### config.mk
export PLATFORM = sky130hd
export DESIGN_NAME = csr_unit
export DESIGN_NICKNAME = d
export VERILOG_FILES = /design/src/csr_pkg.sv /design/src/csr_unit.sv /design/src/csr_regs.sv /design/src/csr_ctrl.sv /design/src/csr_irq.sv
export VERILOG_INCLUDE_DIRS = /design/src
export SDC_FILE = /design/constraint.sdc
export NUM_CORES = 1
export LEC_CHECK = 0
export ABC_AREA = 1
export BUFFER_PORTS_ARGS = -buffer_cell sky130_fd_sc_hd__buf_4
export CAP_MARGIN = 20
export CELL_PAD_IN_SITES_DETAIL_PLACEMENT = 0
export CELL_PAD_IN_SITES_GLOBAL_PLACEMENT = 2
export CORE_ASPECT_RATIO = 1.5
export CORE_MARGIN = 4
export CORE_UTILIZATION = 30
export CTS_CLUSTER_DIAMETER = 80
export DETAILED_ROUTE_END_ITERATION = 7
export PLACE_DENSITY_LB_ADDON = 0.1
export SKIP_CTS_REPAIR_TIMING = 1
export SYNTH_ARGS = -nofsm -noshare
export SYNTH_HDL_FRONTEND = slang
export SYNTH_SLANG_ARGS = --single-unit
### constraint.sdc
create_clock -name clk_i -period 3.6 [get_ports clk_i]
set_input_delay 0.18 -clock clk_i [delete_from_list [all_inputs] [get_ports clk_i]]
set_output_delay 0.18 -clock clk_i [all_outputs]
set_load 0.01 [all_outputs]
### src/csr_defs.svh
// CSR unit constants covering data width, funct3 codes, CSR map and fixed values
`ifndef CSR_DEFS_SVH
`define CSR_DEFS_SVH

`define CSR_XLEN 32

// Zicsr funct3 codes
`define CSR_F3_RW   3'd1
`define CSR_F3_RS   3'd2
`define CSR_F3_RC   3'd3
`define CSR_F3_RWI  3'd5
`define CSR_F3_RSI  3'd6
`define CSR_F3_RCI  3'd7

// Machine CSR addresses
`define CSR_MSTATUS    12'h300
`define CSR_MISA       12'h301
`define CSR_MIE        12'h304
`define CSR_MTVEC      12'h305
`define CSR_MSCRATCH   12'h340
`define CSR_MEPC       12'h341
`define CSR_MCAUSE     12'h342
`define CSR_MTVAL      12'h343
`define CSR_MIP        12'h344
`define CSR_MVENDORID  12'hF11
`define CSR_MARCHID    12'hF12
`define CSR_MIMPID     12'hF13
`define CSR_MHARTID    12'hF14

// Bit positions in mstatus and in mie/mip
`define CSR_MSTATUS_MIE   3
`define CSR_MSTATUS_MPIE  7
`define CSR_IRQ_MSI       3
`define CSR_IRQ_MTI       7
`define CSR_IRQ_MEI       11

// Fixed read values, misa is RV32I
`define CSR_MISA_VALUE       32'h4000_0100
`define CSR_MVENDORID_VALUE  32'h0000_0000
`define CSR_MARCHID_VALUE    32'h0000_0000
`define CSR_MIMPID_VALUE     32'h0000_0001
`define CSR_MHARTID_VALUE    32'h0000_0000

`endif
### src/csr_pkg.sv
// CSR unit package with the vector types shared across the design
`include "csr_defs.svh"

package csr_pkg;

    // Data word
    typedef logic [`CSR_XLEN-1:0] xlen_t;

    // CSR address from the instruction immediate
    typedef logic [11:0] csr_addr_t;

    // Instruction funct3 field
    typedef logic [2:0] funct3_t;

    // Trap cause code, interrupt flag is carried separately in mcause
    typedef logic [4:0] cause_t;

    // Machine interrupt lines
    // bit 0 software, bit 1 timer, bit 2 external
    typedef logic [2:0] irq_lines_t;

endpackage

### src/csr_unit.sv
// Machine-mode CSR unit top connecting control, storage and interrupt logic
`include "csr_defs.svh"

module csr_unit (
    input  logic                clk_i,
    input  logic                reset_i,

    // Zicsr access
    input  logic                ena_i,
    input  csr_pkg::funct3_t    funct3_i,
    input  csr_pkg::csr_addr_t  addr_i,
    input  csr_pkg::xlen_t      src1_i,
    input  logic [4:0]          uimm_i,
    output logic                rdy_o,
    output csr_pkg::xlen_t      res_o,
    output logic                err_o,

    // Exceptions and return
    input  logic                ex_i,
    input  csr_pkg::cause_t     ex_cause_i,
    input  csr_pkg::xlen_t      pc_i,
    input  csr_pkg::xlen_t      tval_i,
    input  logic                mret_i,

    input  csr_pkg::irq_lines_t irq_i,

    output logic                trap_o,
    output csr_pkg::xlen_t      trap_vec_o,
    output csr_pkg::xlen_t      epc_o
);

    logic                csr_we;
    logic                trap_take;
    logic                trap_irq;
    logic                mret;
    csr_pkg::xlen_t      csr_wdat;
    csr_pkg::cause_t     trap_cause;

    csr_pkg::xlen_t      rd_dat;
    logic                rd_hit;
    logic                mstatus_mie;
    csr_pkg::xlen_t      mie_en;
    csr_pkg::xlen_t      mtvec;

    logic                irq_pend;
    csr_pkg::cause_t     irq_cause;
    csr_pkg::xlen_t      irq_vec;

    csr_ctrl csr_ctrl_i (
        .ena_i        (ena_i),
        .ex_i         (ex_i),
        .mret_i       (mret_i),
        .irq_pend_i   (irq_pend),
        .funct3_i     (funct3_i),
        .addr_i       (addr_i),
        .src1_i       (src1_i),
        .uimm_i       (uimm_i),
        .ex_cause_i   (ex_cause_i),
        .irq_cause_i  (irq_cause),
        .irq_vec_i    (irq_vec),
        .rd_dat_i     (rd_dat),
        .rd_hit_i     (rd_hit),
        .mtvec_i      (mtvec),
        .csr_we_o     (csr_we),
        .trap_take_o  (trap_take),
        .trap_irq_o   (trap_irq),
        .mret_o       (mret),
        .csr_wdat_o   (csr_wdat),
        .trap_cause_o (trap_cause),
        .rdy_o        (rdy_o),
        .err_o        (err_o),
        .trap_o       (trap_o),
        .res_o        (res_o),
        .trap_vec_o   (trap_vec_o)
    );

    csr_regs csr_regs_i (
        .clk_i        (clk_i),
        .reset_i      (reset_i),
        .addr_i       (addr_i),
        .we_i         (csr_we),
        .wdat_i       (csr_wdat),
        .trap_take_i  (trap_take),
        .trap_irq_i   (trap_irq),
        .mret_i       (mret),
        .trap_cause_i (trap_cause),
        .pc_i         (pc_i),
        .tval_i       (tval_i),
        .irq_i        (irq_i),
        .rd_dat_o     (rd_dat),
        .rd_hit_o     (rd_hit),
        .mie_o        (mstatus_mie),
        .mie_en_o     (mie_en),
        .mtvec_o      (mtvec),
        .mepc_o       (epc_o)
    );

    csr_irq csr_irq_i (
        .irq_i    (irq_i),
        .mie_i    (mstatus_mie),
        .mie_en_i (mie_en),
        .mtvec_i  (mtvec),
        .pend_o   (irq_pend),
        .cause_o  (irq_cause),
        .vec_o    (irq_vec)
    );

endmodule

### src/csr_regs.sv
// Machine CSR storage with read multiplexer, masked writes and trap updates
`include "csr_defs.svh"

module csr_regs (
    input  logic                clk_i,
    input  logic                reset_i,

    input  csr_pkg::csr_addr_t  addr_i,
    input  logic                we_i,
    input  csr_pkg::xlen_t      wdat_i,

    input  logic                trap_take_i,
    input  logic                trap_irq_i,
    input  logic                mret_i,
    input  csr_pkg::cause_t     trap_cause_i,
    input  csr_pkg::xlen_t      pc_i,
    input  csr_pkg::xlen_t      tval_i,

    input  csr_pkg::irq_lines_t irq_i,

    output csr_pkg::xlen_t      rd_dat_o,
    output logic                rd_hit_o,
    output logic                mie_o,
    output csr_pkg::xlen_t      mie_en_o,
    output csr_pkg::xlen_t      mtvec_o,
    output csr_pkg::xlen_t      mepc_o
);

    // Writable bits
    localparam csr_pkg::xlen_t mie_wmask = (csr_pkg::xlen_t'(1) << `CSR_IRQ_MSI)
                                         | (csr_pkg::xlen_t'(1) << `CSR_IRQ_MTI)
                                         | (csr_pkg::xlen_t'(1) << `CSR_IRQ_MEI);
    localparam csr_pkg::xlen_t mtvec_wmask = 32'hFFFF_FFFD;
    localparam csr_pkg::xlen_t mepc_wmask  = 32'hFFFF_FFFC;

    // Only the two enable bits of mstatus are stored
    logic           st_mie;
    logic           st_mpie;
    csr_pkg::xlen_t mie_q;
    csr_pkg::xlen_t mtvec_q;
    csr_pkg::xlen_t mscratch_q;
    csr_pkg::xlen_t mepc_q;
    csr_pkg::xlen_t mcause_q;
    csr_pkg::xlen_t mtval_q;

    csr_pkg::xlen_t mstatus_rd;
    csr_pkg::xlen_t mip_rd;

    always_comb begin
        mstatus_rd                    = '0;
        mstatus_rd[12:11]             = 2'b11;
        mstatus_rd[`CSR_MSTATUS_MPIE] = st_mpie;
        mstatus_rd[`CSR_MSTATUS_MIE]  = st_mie;
    end

    // Live view of the interrupt lines
    always_comb begin
        mip_rd               = '0;
        mip_rd[`CSR_IRQ_MSI] = irq_i[0];
        mip_rd[`CSR_IRQ_MTI] = irq_i[1];
        mip_rd[`CSR_IRQ_MEI] = irq_i[2];
    end

    // Read multiplexer
    always_comb begin
        rd_hit_o = 1'b1;
        case (addr_i)
            `CSR_MSTATUS:   rd_dat_o = mstatus_rd;
            `CSR_MISA:      rd_dat_o = `CSR_MISA_VALUE;
            `CSR_MIE:       rd_dat_o = mie_q;
            `CSR_MTVEC:     rd_dat_o = mtvec_q;
            `CSR_MSCRATCH:  rd_dat_o = mscratch_q;
            `CSR_MEPC:      rd_dat_o = mepc_q;
            `CSR_MCAUSE:    rd_dat_o = mcause_q;
            `CSR_MTVAL:     rd_dat_o = mtval_q;
            `CSR_MIP:       rd_dat_o = mip_rd;
            `CSR_MVENDORID: rd_dat_o = `CSR_MVENDORID_VALUE;
            `CSR_MARCHID:   rd_dat_o = `CSR_MARCHID_VALUE;
            `CSR_MIMPID:    rd_dat_o = `CSR_MIMPID_VALUE;
            `CSR_MHARTID:   rd_dat_o = `CSR_MHARTID_VALUE;
            default: begin
                rd_hit_o = 1'b0;
                rd_dat_o = '0;
            end
        endcase
    end

    // Trap entry and return win over an ordinary write
    always_ff @(posedge clk_i) begin
        if (reset_i) begin
            st_mie     <= 1'b0;
            st_mpie    <= 1'b0;
            mie_q      <= '0;
            mtvec_q    <= '0;
            mscratch_q <= '0;
            mepc_q     <= '0;
            mcause_q   <= '0;
            mtval_q    <= '0;
        end else if (trap_take_i) begin
            st_mpie  <= st_mie;
            st_mie   <= 1'b0;
            mepc_q   <= pc_i & mepc_wmask;
            mcause_q <= {trap_irq_i, {(`CSR_XLEN-6){1'b0}}, trap_cause_i};
            // Interrupts carry no trap value
            mtval_q  <= trap_irq_i ? '0 : tval_i;
        end else if (mret_i) begin
            st_mie  <= st_mpie;
            st_mpie <= 1'b1;
        end else if (we_i) begin
            case (addr_i)
                `CSR_MSTATUS: begin
                    st_mie  <= wdat_i[`CSR_MSTATUS_MIE];
                    st_mpie <= wdat_i[`CSR_MSTATUS_MPIE];
                end
                `CSR_MIE:      mie_q      <= wdat_i & mie_wmask;
                `CSR_MTVEC:    mtvec_q    <= wdat_i & mtvec_wmask;
                `CSR_MSCRATCH: mscratch_q <= wdat_i;
                `CSR_MEPC:     mepc_q     <= wdat_i & mepc_wmask;
                `CSR_MCAUSE:   mcause_q   <= wdat_i;
                `CSR_MTVAL:    mtval_q    <= wdat_i;
                // misa and mip drop the write
                default: ;
            endcase
        end
    end

    assign mie_o    = st_mie;
    assign mie_en_o = mie_q;
    assign mtvec_o  = mtvec_q;
    assign mepc_o   = mepc_q;

endmodule

### src/csr_ctrl.sv
// CSR access decode, new value formation, legality check and request arbitration
`include "csr_defs.svh"

module csr_ctrl (
    input  logic                ena_i,
    input  logic                ex_i,
    input  logic                mret_i,
    input  logic                irq_pend_i,

    input  csr_pkg::funct3_t    funct3_i,
    input  csr_pkg::csr_addr_t  addr_i,
    input  csr_pkg::xlen_t      src1_i,
    input  logic [4:0]          uimm_i,
    input  csr_pkg::cause_t     ex_cause_i,

    input  csr_pkg::cause_t     irq_cause_i,
    input  csr_pkg::xlen_t      irq_vec_i,

    input  csr_pkg::xlen_t      rd_dat_i,
    input  logic                rd_hit_i,
    input  csr_pkg::xlen_t      mtvec_i,

    output logic                csr_we_o,
    output logic                trap_take_o,
    output logic                trap_irq_o,
    output logic                mret_o,
    output csr_pkg::xlen_t      csr_wdat_o,
    output csr_pkg::cause_t     trap_cause_o,

    output logic                rdy_o,
    output logic                err_o,
    output logic                trap_o,
    output csr_pkg::xlen_t      res_o,
    output csr_pkg::xlen_t      trap_vec_o
);

    logic grant_ex;
    logic grant_mret;
    logic grant_acc;
    logic grant_irq;

    logic f3_bad;
    logic wants_wr;
    logic read_only;
    logic illegal;

    csr_pkg::xlen_t operand;

    // Fixed priority: exception, return, access, interrupt
    assign grant_ex   = ex_i;
    assign grant_mret = ~ex_i & mret_i;
    assign grant_acc  = ~ex_i & ~mret_i & ena_i;
    assign grant_irq  = ~ex_i & ~mret_i & ~ena_i & irq_pend_i;

    // funct3 bit 2 selects the zero-extended rs1 field as operand
    assign operand = funct3_i[2] ? csr_pkg::xlen_t'(uimm_i) : src1_i;

    always_comb begin
        f3_bad     = 1'b0;
        wants_wr   = 1'b0;
        csr_wdat_o = rd_dat_i;

        case (funct3_i)
            `CSR_F3_RW, `CSR_F3_RWI: begin
                wants_wr   = 1'b1;
                csr_wdat_o = operand;
            end

            // Set and clear skip the write for a zero rs1 field
            `CSR_F3_RS, `CSR_F3_RSI: begin
                wants_wr   = (uimm_i != 5'd0);
                csr_wdat_o = rd_dat_i | operand;
            end

            `CSR_F3_RC, `CSR_F3_RCI: begin
                wants_wr   = (uimm_i != 5'd0);
                csr_wdat_o = rd_dat_i & ~operand;
            end

            default: begin
                f3_bad = 1'b1;
            end
        endcase
    end

    // Top address bits 11 mark a read-only CSR
    assign read_only = (addr_i[11:10] == 2'b11);
    assign illegal   = f3_bad | ~rd_hit_i | (wants_wr & read_only);

    // Access response
    assign rdy_o    = grant_acc;
    assign err_o    = grant_acc & illegal;
    assign res_o    = grant_acc ? rd_dat_i : '0;
    assign csr_we_o = grant_acc & wants_wr & ~illegal;

    // Trap and return strobes to the register block
    assign trap_take_o  = grant_ex | grant_irq;
    assign trap_irq_o   = grant_irq;
    assign mret_o       = grant_mret;
    assign trap_cause_o = grant_irq ? irq_cause_i : ex_cause_i;
    assign trap_o       = trap_take_o;

    // Exceptions always go to the plain base
    always_comb begin
        if (grant_ex) begin
            trap_vec_o = {mtvec_i[`CSR_XLEN-1:2], 2'b00};
        end else if (grant_irq) begin
            trap_vec_o = irq_vec_i;
        end else begin
            trap_vec_o = '0;
        end
    end

endmodule

### src/csr_irq.sv
// Interrupt masking, priority selection and trap handler address
`include "csr_defs.svh"

module csr_irq (
    input  csr_pkg::irq_lines_t irq_i,
    input  logic                mie_i,
    input  csr_pkg::xlen_t      mie_en_i,
    input  csr_pkg::xlen_t      mtvec_i,

    output logic                pend_o,
    output csr_pkg::cause_t     cause_o,
    output csr_pkg::xlen_t      vec_o
);

    csr_pkg::irq_lines_t act;
    csr_pkg::xlen_t      base;

    // Lines gated by their individual enables
    assign act[0] = irq_i[0] & mie_en_i[`CSR_IRQ_MSI];
    assign act[1] = irq_i[1] & mie_en_i[`CSR_IRQ_MTI];
    assign act[2] = irq_i[2] & mie_en_i[`CSR_IRQ_MEI];

    // Global enable from mstatus
    assign pend_o = mie_i & (|act);

    // External first, then software, then timer
    always_comb begin
        if (act[2]) begin
            cause_o = csr_pkg::cause_t'(`CSR_IRQ_MEI);
        end else if (act[0]) begin
            cause_o = csr_pkg::cause_t'(`CSR_IRQ_MSI);
        end else if (act[1]) begin
            cause_o = csr_pkg::cause_t'(`CSR_IRQ_MTI);
        end else begin
            cause_o = '0;
        end
    end

    assign base = {mtvec_i[`CSR_XLEN-1:2], 2'b00};

    // Mode bit 0 selects vectored handlers at base + 4 * cause
    always_comb begin
        if (mtvec_i[0]) begin
            vec_o = base + csr_pkg::xlen_t'({cause_o, 2'b00});
        end else begin
            vec_o = base;
        end
    end

endmodule

==> results of run 1 <==
[layer usage]
layer / part of all wire / wire length [um]
met2: 0.50 / 25100
met5: 0 / 0
met1: 0.43 / 21400
met4: 0.018 / 913
met3: 0.056 / 2840
[power by group through the flow]
stage	clock (mW)	combinational, mW	sequential, mW
6_report	1.90	0.598	1.88
5_1_grt	1.99	0.657	1.89
4_1_cts	1.93	0.595	1.88
3_5_place_dp	0	0.593	1.92
3_3_place_gp	0	0.591	1.92
2_1_floorplan	0	0.289	1.92
[metrics by stage]
stage	worst slack, ns	hold slack, ns	power [mW]	area (um^2)	utilization
floorplan	1.14	0.249	2.21	10100	-
global placement	0.508	0.431	2.51	12300	0.368
detailed placement	0.469	0.442	2.52	12300	0.369
CTS	-0.00795	-0.0417	4.41	12900	0.386
global route	0.0613	0.0573	4.54	12900	0.388
finish	0.323	0.0391	4.38	12900	0.388
[worst register-to-register path, stage by stage, from the launching register on]
cell and delay (ns):
dfxtp_1 0.31, inv_1 0.08, nor3_1 0.57, nand2_1 0.26, nand2_2 0.14, inv_2 0.06
buf_4 0.25, nand2_1 0.46, inv_1 0.16, nor2_1 0.15, nor2_1 0.05
[final cells by class]
type | count | area [um^2] | share of cell area
repair buffers | 273 | 2120 | 0.164
inverters | 118 | 444 | 0.0343
clock buffers | 21 | 450 | 0.0348
flip-flops and latches | 162 | 3240 | 0.251
well taps | 420 | 526 | 0.0406
clock inverters | 10 | 134 | 0.0103
multi-input cells | 1367 | 6020 | 0.466
[registers in the layout, indices dropped and copies added, names as in the netlist]
signal                 cells
csr_regs_i.mcause_q       32
csr_regs_i.mepc_o         30
csr_regs_i.st_mpie         1
csr_regs_i.mie_en_o        3
csr_regs_i.mtvec_o        31
csr_regs_i.mie_o           1
csr_regs_i.mscratch_q     32
csr_regs_i.mtval_q        32
[worst min path at each step]
stage	slack, ns	to	from
2_1_floorplan	0.25	csr_regs_i.mcause_q[0]	reset_i
3_3_place_gp	0.43	csr_regs_i.mcause_q[9]	csr_regs_i.mcause_q[9]
3_5_place_dp	0.44	csr_regs_i.mcause_q[25]	csr_regs_i.mcause_q[25]
4_1_cts	-0.04	csr_regs_i.mcause_q[4]	reset_i
5_1_grt	0.06	csr_regs_i.mepc_o[15]	pc_i[15]
6_report	0.04	csr_regs_i.mepc_o[17]	pc_i[17]
[logic make-up after synthesis]
family / after synthesis
AO/OA/AOI/OAI: 289
flip-flops: 162
other: 1
XOR/XNOR: 1
adder cells (fa/ha/maj): 5
AND/OR/NAND/NOR: 1068
buffers and inverters: 209
[placed cells by master (no fill, tap or decap), drive strengths merged, types with 15 or more instances in the layout]
master  synthesis  layout
a21oi          45      45
clkbuf         43      21
dfxtp         162     162
nand2         486     486
nand3         107     107
nor2          439     439
nor3           15      15
inv           117     117
buf            48     272
o21ai         215     215
==> reports/results.ini, run 1 <==
[status]
status=finished, final reports clean

[grt]
grt_max_degree=70
grt_pass1_vias=11500
grt_remaining_overflow=0
use_met3=0.0313
antenna_found_initial=0
grt_pass1_wl_mm=74.2
grt_use_met2=0.472
use_met1=0.354
grt.busiest_layer=met2
grt.total_usage=0.270

[min_path]
hold_depth=5
min_path_type=in -> reg

[floorplanning]
fp.dieH_um=233
chipWidth_um=158
ios=228
fp-row-count=82
start_util=0.304
coreArea_um2=33300
die_area_um2=36800

[critical_path]
worstRegToRegCells=10
reg2reg_from=csr_regs_i.mie_o
cp-start-kind=flip-flop
slowest_stage=dfxtp_1
path_buf_inv=2
crit_path_frequent_cell=nand2_1
criticalPathCategory=reg -> out
end_kind=output pin
worstPathRequired_ns=3.42
crit_start=csr_regs_i.mie_en_o[11]
worstSetupPathDepth=15
worst-path-max-fanout=4
crit_path_end=trap_vec_o[25]
r2r_slack_ns=1.00
slowest_delay_ns=0.32
crit_family=simple AND/OR/NAND/NOR gates
cp.arrival_ns=3.10
worstPathCellList=nand2_1 > nand2_1 > nor2_1 > ha_1 > nand3_1 > nand2_1 > nand2_1 > a21oi_1 > nand2_1 > nor2_1 > inv_1 > nor2_1 > a21oi_1 > o21a_1 > buf_4
rr_endpoint=csr_regs_i.mcause_q[3]

[drt]
drt_iter0_markers=937
via_count=12000
viasPerCell=5.06
post-route-drc-count=0
routed_wl_mm=50.2
drtPass1Iterations=7
routedWlPerCell_um=21.2
final_antenna_net_count=0

[yosys]
synth-edff-count=0
synth_top_family_by_area=simple AND/OR/NAND/NOR gates
syn-instance-count=1735
synth-seq-cells=162
synth.distinct_cells=43
synthSimpleGateAreaFrac=0.427
yosys-top-cells-count=nand2_1 (477), nor2_1 (430), o21ai_0 (200), dfxtp_1 (162), inv_1 (109)
synth-xor-area-share=0.000865
ys_top_cells_by_area=dfxtp_1 (32%), nand2_1 (18%), nor2_1 (16%), o21ai_0 (9.9%), nand3_1 (5.2%)
synth_most_common_cell=nand2_1
synth_mux_area_frac=0
synth_compound_gate_area_share=0.156
synthFlopType=dfxtp_1
synth-async-reset-ratio=0
synth_fa_ha_area_frac=0.00692
synth_top_cell_area_share=0.320
syn_area_per_cell_um2=5.84
syn_area_um2=10100
synth_area_leader_cell=dfxtp_1
seq_area_frac_synth=0.320
yosys_warnings=0

[placement]
dp_hpwl_mm=38.1
gp_congestion=0.888
port_buffers=221
dp.cells=2338

[timing]
drv_slew=0
tightest_slew_ns=0.757
skew_ns=0.0115
finalSetupViolations=0
period_needed_ns=3.28
clock.fmax_mhz=305
rsz0062_at_grt=false
period_share=0.910
slew_headroom=0.495
hold_viol_final=0
setup_tns_ns=0

[final_layout]
antenna-diode-count=0
area.growth.synth_to_final_pct=27.7
layout.cells.non_filler=2371
drive_above_1_share=0.182
finalNetCount=2073
nFillCells=3789

[clock_tree]
clkTransAtPathRegs_ns=0.06
cts_max_level=4
cts_buffer_depth=2
cts_buffers=17
cts_tree=done
clock_sinks=162
clk_latency_ns=0.45
root_buffer=clkbuf_16

[pwr]
p_comb_frac=0.136
p_sw_mw=1.20
vdd_drop_max_mv=0.365
power.density_nw_per_um2=339
power_leakage_nw=6.60
p_seq_frac=0.430
internal-power_mw=3.18
power_switching_share=0.274
pwr-share-clk=0.434

[run]
max_cap_violations=0

No activity file was read; power rests on OpenSTA's default activity.
==> inputs of run 2 (changes only) <==
--- a/config.mk
+++ b/config.mk
@@ -13,7 +13,7 @@
 export CELL_PAD_IN_SITES_GLOBAL_PLACEMENT = 2
 export CORE_ASPECT_RATIO = 1.5
 export CORE_MARGIN = 4
-export CORE_UTILIZATION = 30
+export CORE_UTILIZATION = 28
 export CTS_CLUSTER_DIAMETER = 80
 export DETAILED_ROUTE_END_ITERATION = 7
 export PLACE_DENSITY_LB_ADDON = 0.1
==> constraint.sdc (replaced) <==
create_clock -name clk_i -period 3.4 [get_ports clk_i]
set_input_delay 0.34 -clock clk_i [delete_from_list [all_inputs] [get_ports clk_i]]
set_output_delay 0.34 -clock clk_i [all_outputs]
set_load 0.01 [all_outputs]
==> run 2 against run 1 <==
Compared with the run above:
- first-iteration DRC count is 21% lower
- via count is 0.30% lower
- register-to-register slack worse by 0.17 ns
- utilization is 1.9 points lower
- global-route usage is 1.5 points lower
- flip-flop and latch count stayed put
- sequential power is 6% higher
- cell count is 3.3% higher
- critical path type unchanged
- largest power group unchanged
==> reports/results.ini, run 2 (synthesis results as in run 1) <==
[run]
max_cap_violations=0  ; unchanged

[clock_tree]
cts_buffers=17  ; unchanged
clock_sinks=162  ; unchanged
clkTransAtPathRegs_ns=0.07  ; about the same
root_buffer=clkbuf_16
cts_tree=done
clk_latency_ns=0.45  ; about the same
cts_max_level=4  ; unchanged
cts_buffer_depth=2  ; unchanged

[timing]
drv_slew=0  ; unchanged
hold_viol_final=0  ; unchanged
period_needed_ns=3.32
holdWs_ns=0.144  ; +0.105 ns
slew_headroom=0.472  ; -0.0234
tightest_slew_ns=0.790  ; +0.0332 ns
clock.fmax_mhz=301
fin_ws_ns=0.0756  ; -0.248 ns
rsz0062_at_grt=true
period_share=0.978
finalSetupViolations=0  ; unchanged
skew_ns=0.00955  ; -0.00195 ns

[floorplanning]
ios=228  ; unchanged
die_area_um2=39400  ; +6.8%
chipWidth_um=163  ; +3.3%
fp.dieH_um=241  ; +3.4%
start_util=0.283  ; -0.0212
coreArea_um2=35800  ; +7.5%
fp-row-count=85  ; +3.7%

[critical_path]
worstPathCellList=nand2_2 > nand2_4 > a21oi_4 > inv_2 > ha_4 > inv_1 > fa_2 > nor2_2 > a211oi_2 > nor2_2 > nand2_2 > nor3_4 > nand4_1 > nand2_1 > nand2_1 > nor2_2 > buf_6
path_buf_inv=3  ; +1
worst-path-max-fanout=4  ; unchanged
r2r_slack_ns=0.83  ; -0.17 ns
reg2reg_from=csr_regs_i.mie_en_o[11]
crit_path_frequent_cell=nor2_2
rr_endpoint=csr_regs_i.mepc_o[14]
slowest_delay_ns=0.37  ; +0.05 ns
end_kind=output pin
cp.arrival_ns=2.98  ; -0.12 ns
slowest_stage=fa_2
cp-start-kind=flip-flop
crit_family=simple AND/OR/NAND/NOR gates
worstPathRequired_ns=3.06  ; -0.36 ns
criticalPathCategory=reg -> out
worstRegToRegCells=11  ; +1

[min_path]
min_path_type=in -> reg
hold_depth=2  ; -3
hold_start=reset_i
worstHoldEndpoint=csr_regs_i.mcause_q[0]

[drt]
drtPass1Iterations=5  ; -2
routedWlPerCell_um=21.0  ; -1.1%
routed_wl_mm=51.3  ; +2.1%
via_count=12000  ; -0.30%
final_antenna_net_count=0  ; unchanged
post-route-drc-count=0  ; unchanged
viasPerCell=4.88  ; -3.5%
drt_iter0_markers=743  ; -21%

[pwr]
vdd_drop_max_mv=0.345  ; -5.4%
power_leakage_nw=6.68  ; +1.2%
finalPower_mw=4.65  ; +6.2%
power.density_nw_per_um2=352  ; +3.9%

[grt]
grt_remaining_overflow=0  ; unchanged
grt_max_degree=108  ; +54%
grt.total_usage=0.255  ; -0.0152
antenna_found_initial=0  ; unchanged
grt_pass1_wl_mm=74.6  ; +0.52%
grt_pass1_vias=11500  ; +0.25%

[final_layout]
layout_common_cells=nand2_1 (473), nor2_1 (426), buf_4 (286)
post-route-util=0.369  ; -0.0191
antenna-diode-count=0  ; unchanged
drive_above_1_share=0.199  ; +0.0169
multi_input_area_um2=6080  ; +1.0%
nFillCells=4075  ; +7.5%
finalNetCount=2092  ; +0.92%
reg_top3=csr_regs_i.mcause_q (32), csr_regs_i.mscratch_q (32), csr_regs_i.mtval_q (32)
fin_area_um2=13200  ; +2.2%
layout_commonest_cell=nand2_1
regArea_um2=3250  ; about the same
area.growth.synth_to_final_pct=30.5

[placement]
port_buffers=221  ; unchanged
placed_cell_area_um2=12500  ; +1.8%
gp_congestion=0.876  ; -1.3%
dpl_worst_slack_ns=0.153  ; -0.316 ns
dp_hpwl_mm=39.8  ; +4.4%

[status]
status=finished, final reports clean

==> run 2: cell types whose count changed in the layout (fill, tap and decap cells not counted), sizes merged <==
cell / change
dlygate4sd3: -1
buf: +20
clkinvlp: +3
clkinv: +1
clkbuf: -3
==> run 2: area by class of cell <==
| type | count | area share |
|---|---|---|
| inverters | 118 | 0.0335 |
| well taps | 478 | 0.0452 |
| clock buffers | 18 | 0.0325 |
| clock inverters | 14 | 0.0125 |
| multi-input cells | 1367 | 0.460 |
| repair buffers | 292 | 0.171 |
| flip-flops and latches | 162 | 0.245 |
==> run 2: worst max-delay path by stage <==
stage / cells after the start / slack (ns) / endpoint / from
2_1_floorplan: 16 / 0.77 / trap_vec_o[30] / irq_i[2]
3_3_place_gp: 17 / 0.18 / trap_vec_o[27] / irq_i[2]
3_5_place_dp: 17 / 0.15 / trap_vec_o[27] / irq_i[2]
4_1_cts: 17 / -0.27 / trap_vec_o[30] / csr_regs_i.mie_en_o[11]
5_1_grt: 17 / -0.09 / trap_vec_o[30] / csr_regs_i.mie_en_o[11]
6_report: 17 / 0.08 / trap_vec_o[30] / csr_regs_i.mie_en_o[11]
==> run 2: stage by stage <==
stage / TNS (ns) / cells
floorplan: 0 / 1738
global placement: 0 / 2413
detailed placement: 0 / 2413
CTS: -2.15 / 2445
global route: -0.125 / 2449
finish: 0 / 2449
==> run 2: routing by layer <==
metal / vias to the layer above / wire [um] / GRT usage
met5: - / 0 / 0
met4: 0 / 1350 / 0.0768
met3: 66 / 2270 / 0.0318
met2: 351 / 25900 / 0.455
met1: 5582 / 21800 / 0.320
li1: 5962 / - / -
==> run 2: power by group <==
part	total [mW]	switching, mW	internal, mW	leakage [nW]
Sequential	2.00	0.0437	1.95	1.32
Combinational	0.636	0.385	0.252	5.08
Clock	2.02	0.867	1.15	0.278
==> inputs of run 3 (changes only) <==
--- a/config.mk
+++ b/config.mk
@@ -6,16 +6,16 @@
 export SDC_FILE = /design/constraint.sdc
 export NUM_CORES = 1
 export LEC_CHECK = 0
-export ABC_AREA = 1
 export BUFFER_PORTS_ARGS = -buffer_cell sky130_fd_sc_hd__buf_4
 export CAP_MARGIN = 20
 export CELL_PAD_IN_SITES_DETAIL_PLACEMENT = 0
 export CELL_PAD_IN_SITES_GLOBAL_PLACEMENT = 2
 export CORE_ASPECT_RATIO = 1.5
 export CORE_MARGIN = 4
-export CORE_UTILIZATION = 28
+export CORE_UTILIZATION = 31
 export CTS_CLUSTER_DIAMETER = 80
 export DETAILED_ROUTE_END_ITERATION = 7
+export HOLD_SLACK_MARGIN = 0.02
 export PLACE_DENSITY_LB_ADDON = 0.1
 export SKIP_CTS_REPAIR_TIMING = 1
 export SYNTH_ARGS = -nofsm -noshare
==> run 3 against run 2 <==
Compared with the run above:
- the run now ends with setup timing left
- utilization rose by 4.8 points
- via count fell by 12%
- sequential share of layout area rose by 0.38 points
- register-to-register slack got worse by 0.43 ns
- critical path type unchanged
- highest routed layer unchanged
==> reports/results.ini, run 3 <==
[yosys]
synth-async-reset-ratio=0  ; unchanged
seq_area_frac_synth=0.328  ; +0.00782
synth_fa_ha_area_frac=0.00709  ; +0.000169
synthSimpleGateAreaFrac=0.229  ; -0.198
syn-instance-count=1247  ; -28%
synth_compound_gate_area_share=0.266  ; +0.110
syn_area_um2=9890  ; -2.4%
yosys-top-cells-count=nor2_1 (167), dfxtp_1 (162), nand2_1 (138), a21oi_1 (81), o21ai_0 (78)
synth-xor-area-share=0.0319  ; +0.0310
synth_top_family_by_area=compound AO/OA/AOI/OAI gates
syn_area_per_cell_um2=7.93  ; +36%
ys_top_cells_by_area=dfxtp_1 (33%), nor2_1 (6.3%), nand2_1 (5.2%), a21oi_1 (4.1%), mux4_2 (4.1%)
synth_most_common_cell=nor2_1
synth.distinct_cells=72  ; +67%
synth_area_leader_cell=dfxtp_1
synth_top_cell_area_share=0.328  ; +0.00782
synth-edff-count=0  ; unchanged
yosys_warnings=0  ; unchanged
synth_mux_area_frac=0.0839  ; +0.0839
synthFlopType=dfxtp_1
synth-seq-cells=162  ; unchanged

[placement]
dp.cells=1852  ; -23%
dp_hpwl_mm=36.0  ; -9.5%
port_buffers=221  ; unchanged
gp_congestion=0.944  ; +7.7%
dpl_worst_slack_ns=-0.0701  ; -0.223 ns

[drt]
viasPerCell=5.58  ; +14%
final_antenna_net_count=0  ; unchanged
drt_iter0_markers=601  ; -19%
via_count=10500  ; -12%
post-route-drc-count=0  ; unchanged
routedWlPerCell_um=24.9  ; +19%
routed_wl_mm=47.0  ; -8.4%
drtPass1Iterations=5  ; unchanged

[final_layout]
area.growth.synth_to_final_pct=31.7
layout_common_cells=buf_4 (301), nor2_1 (166), dfxtp_1 (159)
antenna-diode-count=0  ; unchanged
drive_above_1_share=0.286  ; +0.0876
finalNetCount=1601  ; -23%
layout_commonest_cell=buf_4
layout.cells.non_filler=1885  ; -23%
reg_top3=csr_regs_i.mcause_q (32), csr_regs_i.mscratch_q (32), csr_regs_i.mtval_q (32)
post-route-util=0.417  ; +0.0481

[pwr]
power_leakage_nw=4.96  ; -26%
power.density_nw_per_um2=364  ; +3.5%
vdd_drop_max_mv=0.279  ; -19%

[critical_path]
end_kind=output pin
worstPathRequired_ns=3.06  ; about the same
crit_family=simple AND/OR/NAND/NOR gates
path_buf_inv=2  ; -1
cp-start-kind=flip-flop
slowest_delay_ns=0.42  ; +0.05 ns
crit_path_frequent_cell=buf_4
worst-path-max-fanout=4  ; unchanged
criticalPathCategory=reg -> out
worstPathCellList=and2_1 > a211oi_1 > ha_1 > nor2b_2 > o21ai_1 > buf_4 > a2111oi_4 > nand2_2 > or4_1 > nand2_1 > buf_4
cp.arrival_ns=3.08  ; +0.10 ns
slowest_stage=a211oi_1

[floorplanning]
start_util=0.317  ; +0.0339
ios=228  ; unchanged
fp.dieH_um=227  ; -5.9%
chipWidth_um=154  ; -5.8%
die_area_um2=34900  ; -11%
fp-row-count=79  ; -7.1%
coreArea_um2=31200  ; -13%

[min_path]
min_path_type=in -> reg

[timing]
slew_headroom=0.346  ; -0.126
setup_tns_ns=-0.0314  ; -0.0314 ns
drv_slew=0  ; unchanged
period_share=1.01  ; +0.0280
hold_viol_final=0  ; unchanged
rsz0062_at_grt=true
tightest_slew_ns=0.977  ; +0.187 ns
skew_ns=0.00721  ; -0.00234 ns
period_needed_ns=3.42  ; +0.0953 ns
fin_ws_ns=-0.0198  ; -0.0953 ns
finalSetupViolations=2  ; +2
clock.fmax_mhz=292  ; -2.8%

[clock_tree]
cts_max_level=4  ; unchanged
clkTransAtPathRegs_ns=0.07  ; about the same
root_buffer=clkbuf_16
cts_tree=done
cts_buffer_depth=2  ; unchanged
clock_sinks=162  ; unchanged
cts_buffers=17  ; unchanged
clk_latency_ns=0.43  ; -0.02 ns

[status]
failed_checks=setup timing
status=finished with violations

[run]
max_cap_violations=0  ; unchanged

[grt]
grt.total_usage=0.259  ; +0.00487
grt_max_degree=72  ; -33%
grt_remaining_overflow=0  ; unchanged
grt_pass1_wl_mm=67.7  ; -9.3%
antenna_found_initial=0  ; unchanged
grt_pass1_vias=10500  ; -8.7%

-- run 3: logic make-up (layout without fill, tap and decap cells) --
family,count (synthesis),count (layout)
other cells,1,4
buf+inv,125,355
mux,59,59
xor+xnor,36,36
fa+ha+maj,5,5
compound gates,377,377
simple gates,482,482
flops,162,162
-- run 3: through the flow --
stage	hold WS, ns	cell area [um^2]	power, mW
after floorplan	0.436	9900	2.40
final	0.104	13000	4.74
after detailed placement	0.448	12400	2.81
after global routing	0.0979	13000	4.91
after global placement	0.447	12400	2.81
after CTS	0.0867	13000	4.78
-- run 3: metal layers --
| layer | up-vias | GRT usage | share of wire |
|---|---|---|---|
| met2 | 369 | 0.475 | 0.52 |
| met1 | 5054 | 0.283 | 0.37 |
| li1 | 4997 | - | - |
| met4 | 0 | 0.163 | 0.069 |
| met5 | - | 0 | 0 |
| met3 | 95 | 0.0298 | 0.039 |
-- run 3: worst paths after layout --
kind	start	end	slack (ns)	cells past startpoint
worst max-delay path	csr_regs_i.mie_en_o[11]	trap_vec_o[30]	-0.02	11
worst min-delay path	ex_cause_i[4]	csr_regs_i.mcause_q[4]	0.10	3
worst min register to register	csr_regs_i.mscratch_q[2]	csr_regs_i.mscratch_q[2]	0.46	2
worst max register to register	csr_regs_i.mie_en_o[11]	csr_regs_i.mcause_q[27]	0.40	8
-- run 3: area by class of cell --
type,instances,area [um^2]
Clock inverter,13,150
Inverter,14,52.6
Timing Repair Buffer,309,2400
Sequential cell,162,3250
Tap cell,405,507
Fill cell,3275,18200
Multi-Input combinational cell,963,6220
Clock buffer,19,443
-- run 3: power by group --
group          total, mW  switching [mW]  internal (mW)
clock               1.98           0.864           1.12
sequential          1.99          0.0392           1.95
combinational      0.770           0.454          0.317
-- run 3: worst min-delay path: cells and delay by family --
family | cells | cell delay [ns]
AO/OA/AOI/OAI | 1 | 0.05
AND/OR/NAND/NOR | 1 | 0.03
buffers and inverters | 1 | 0.08
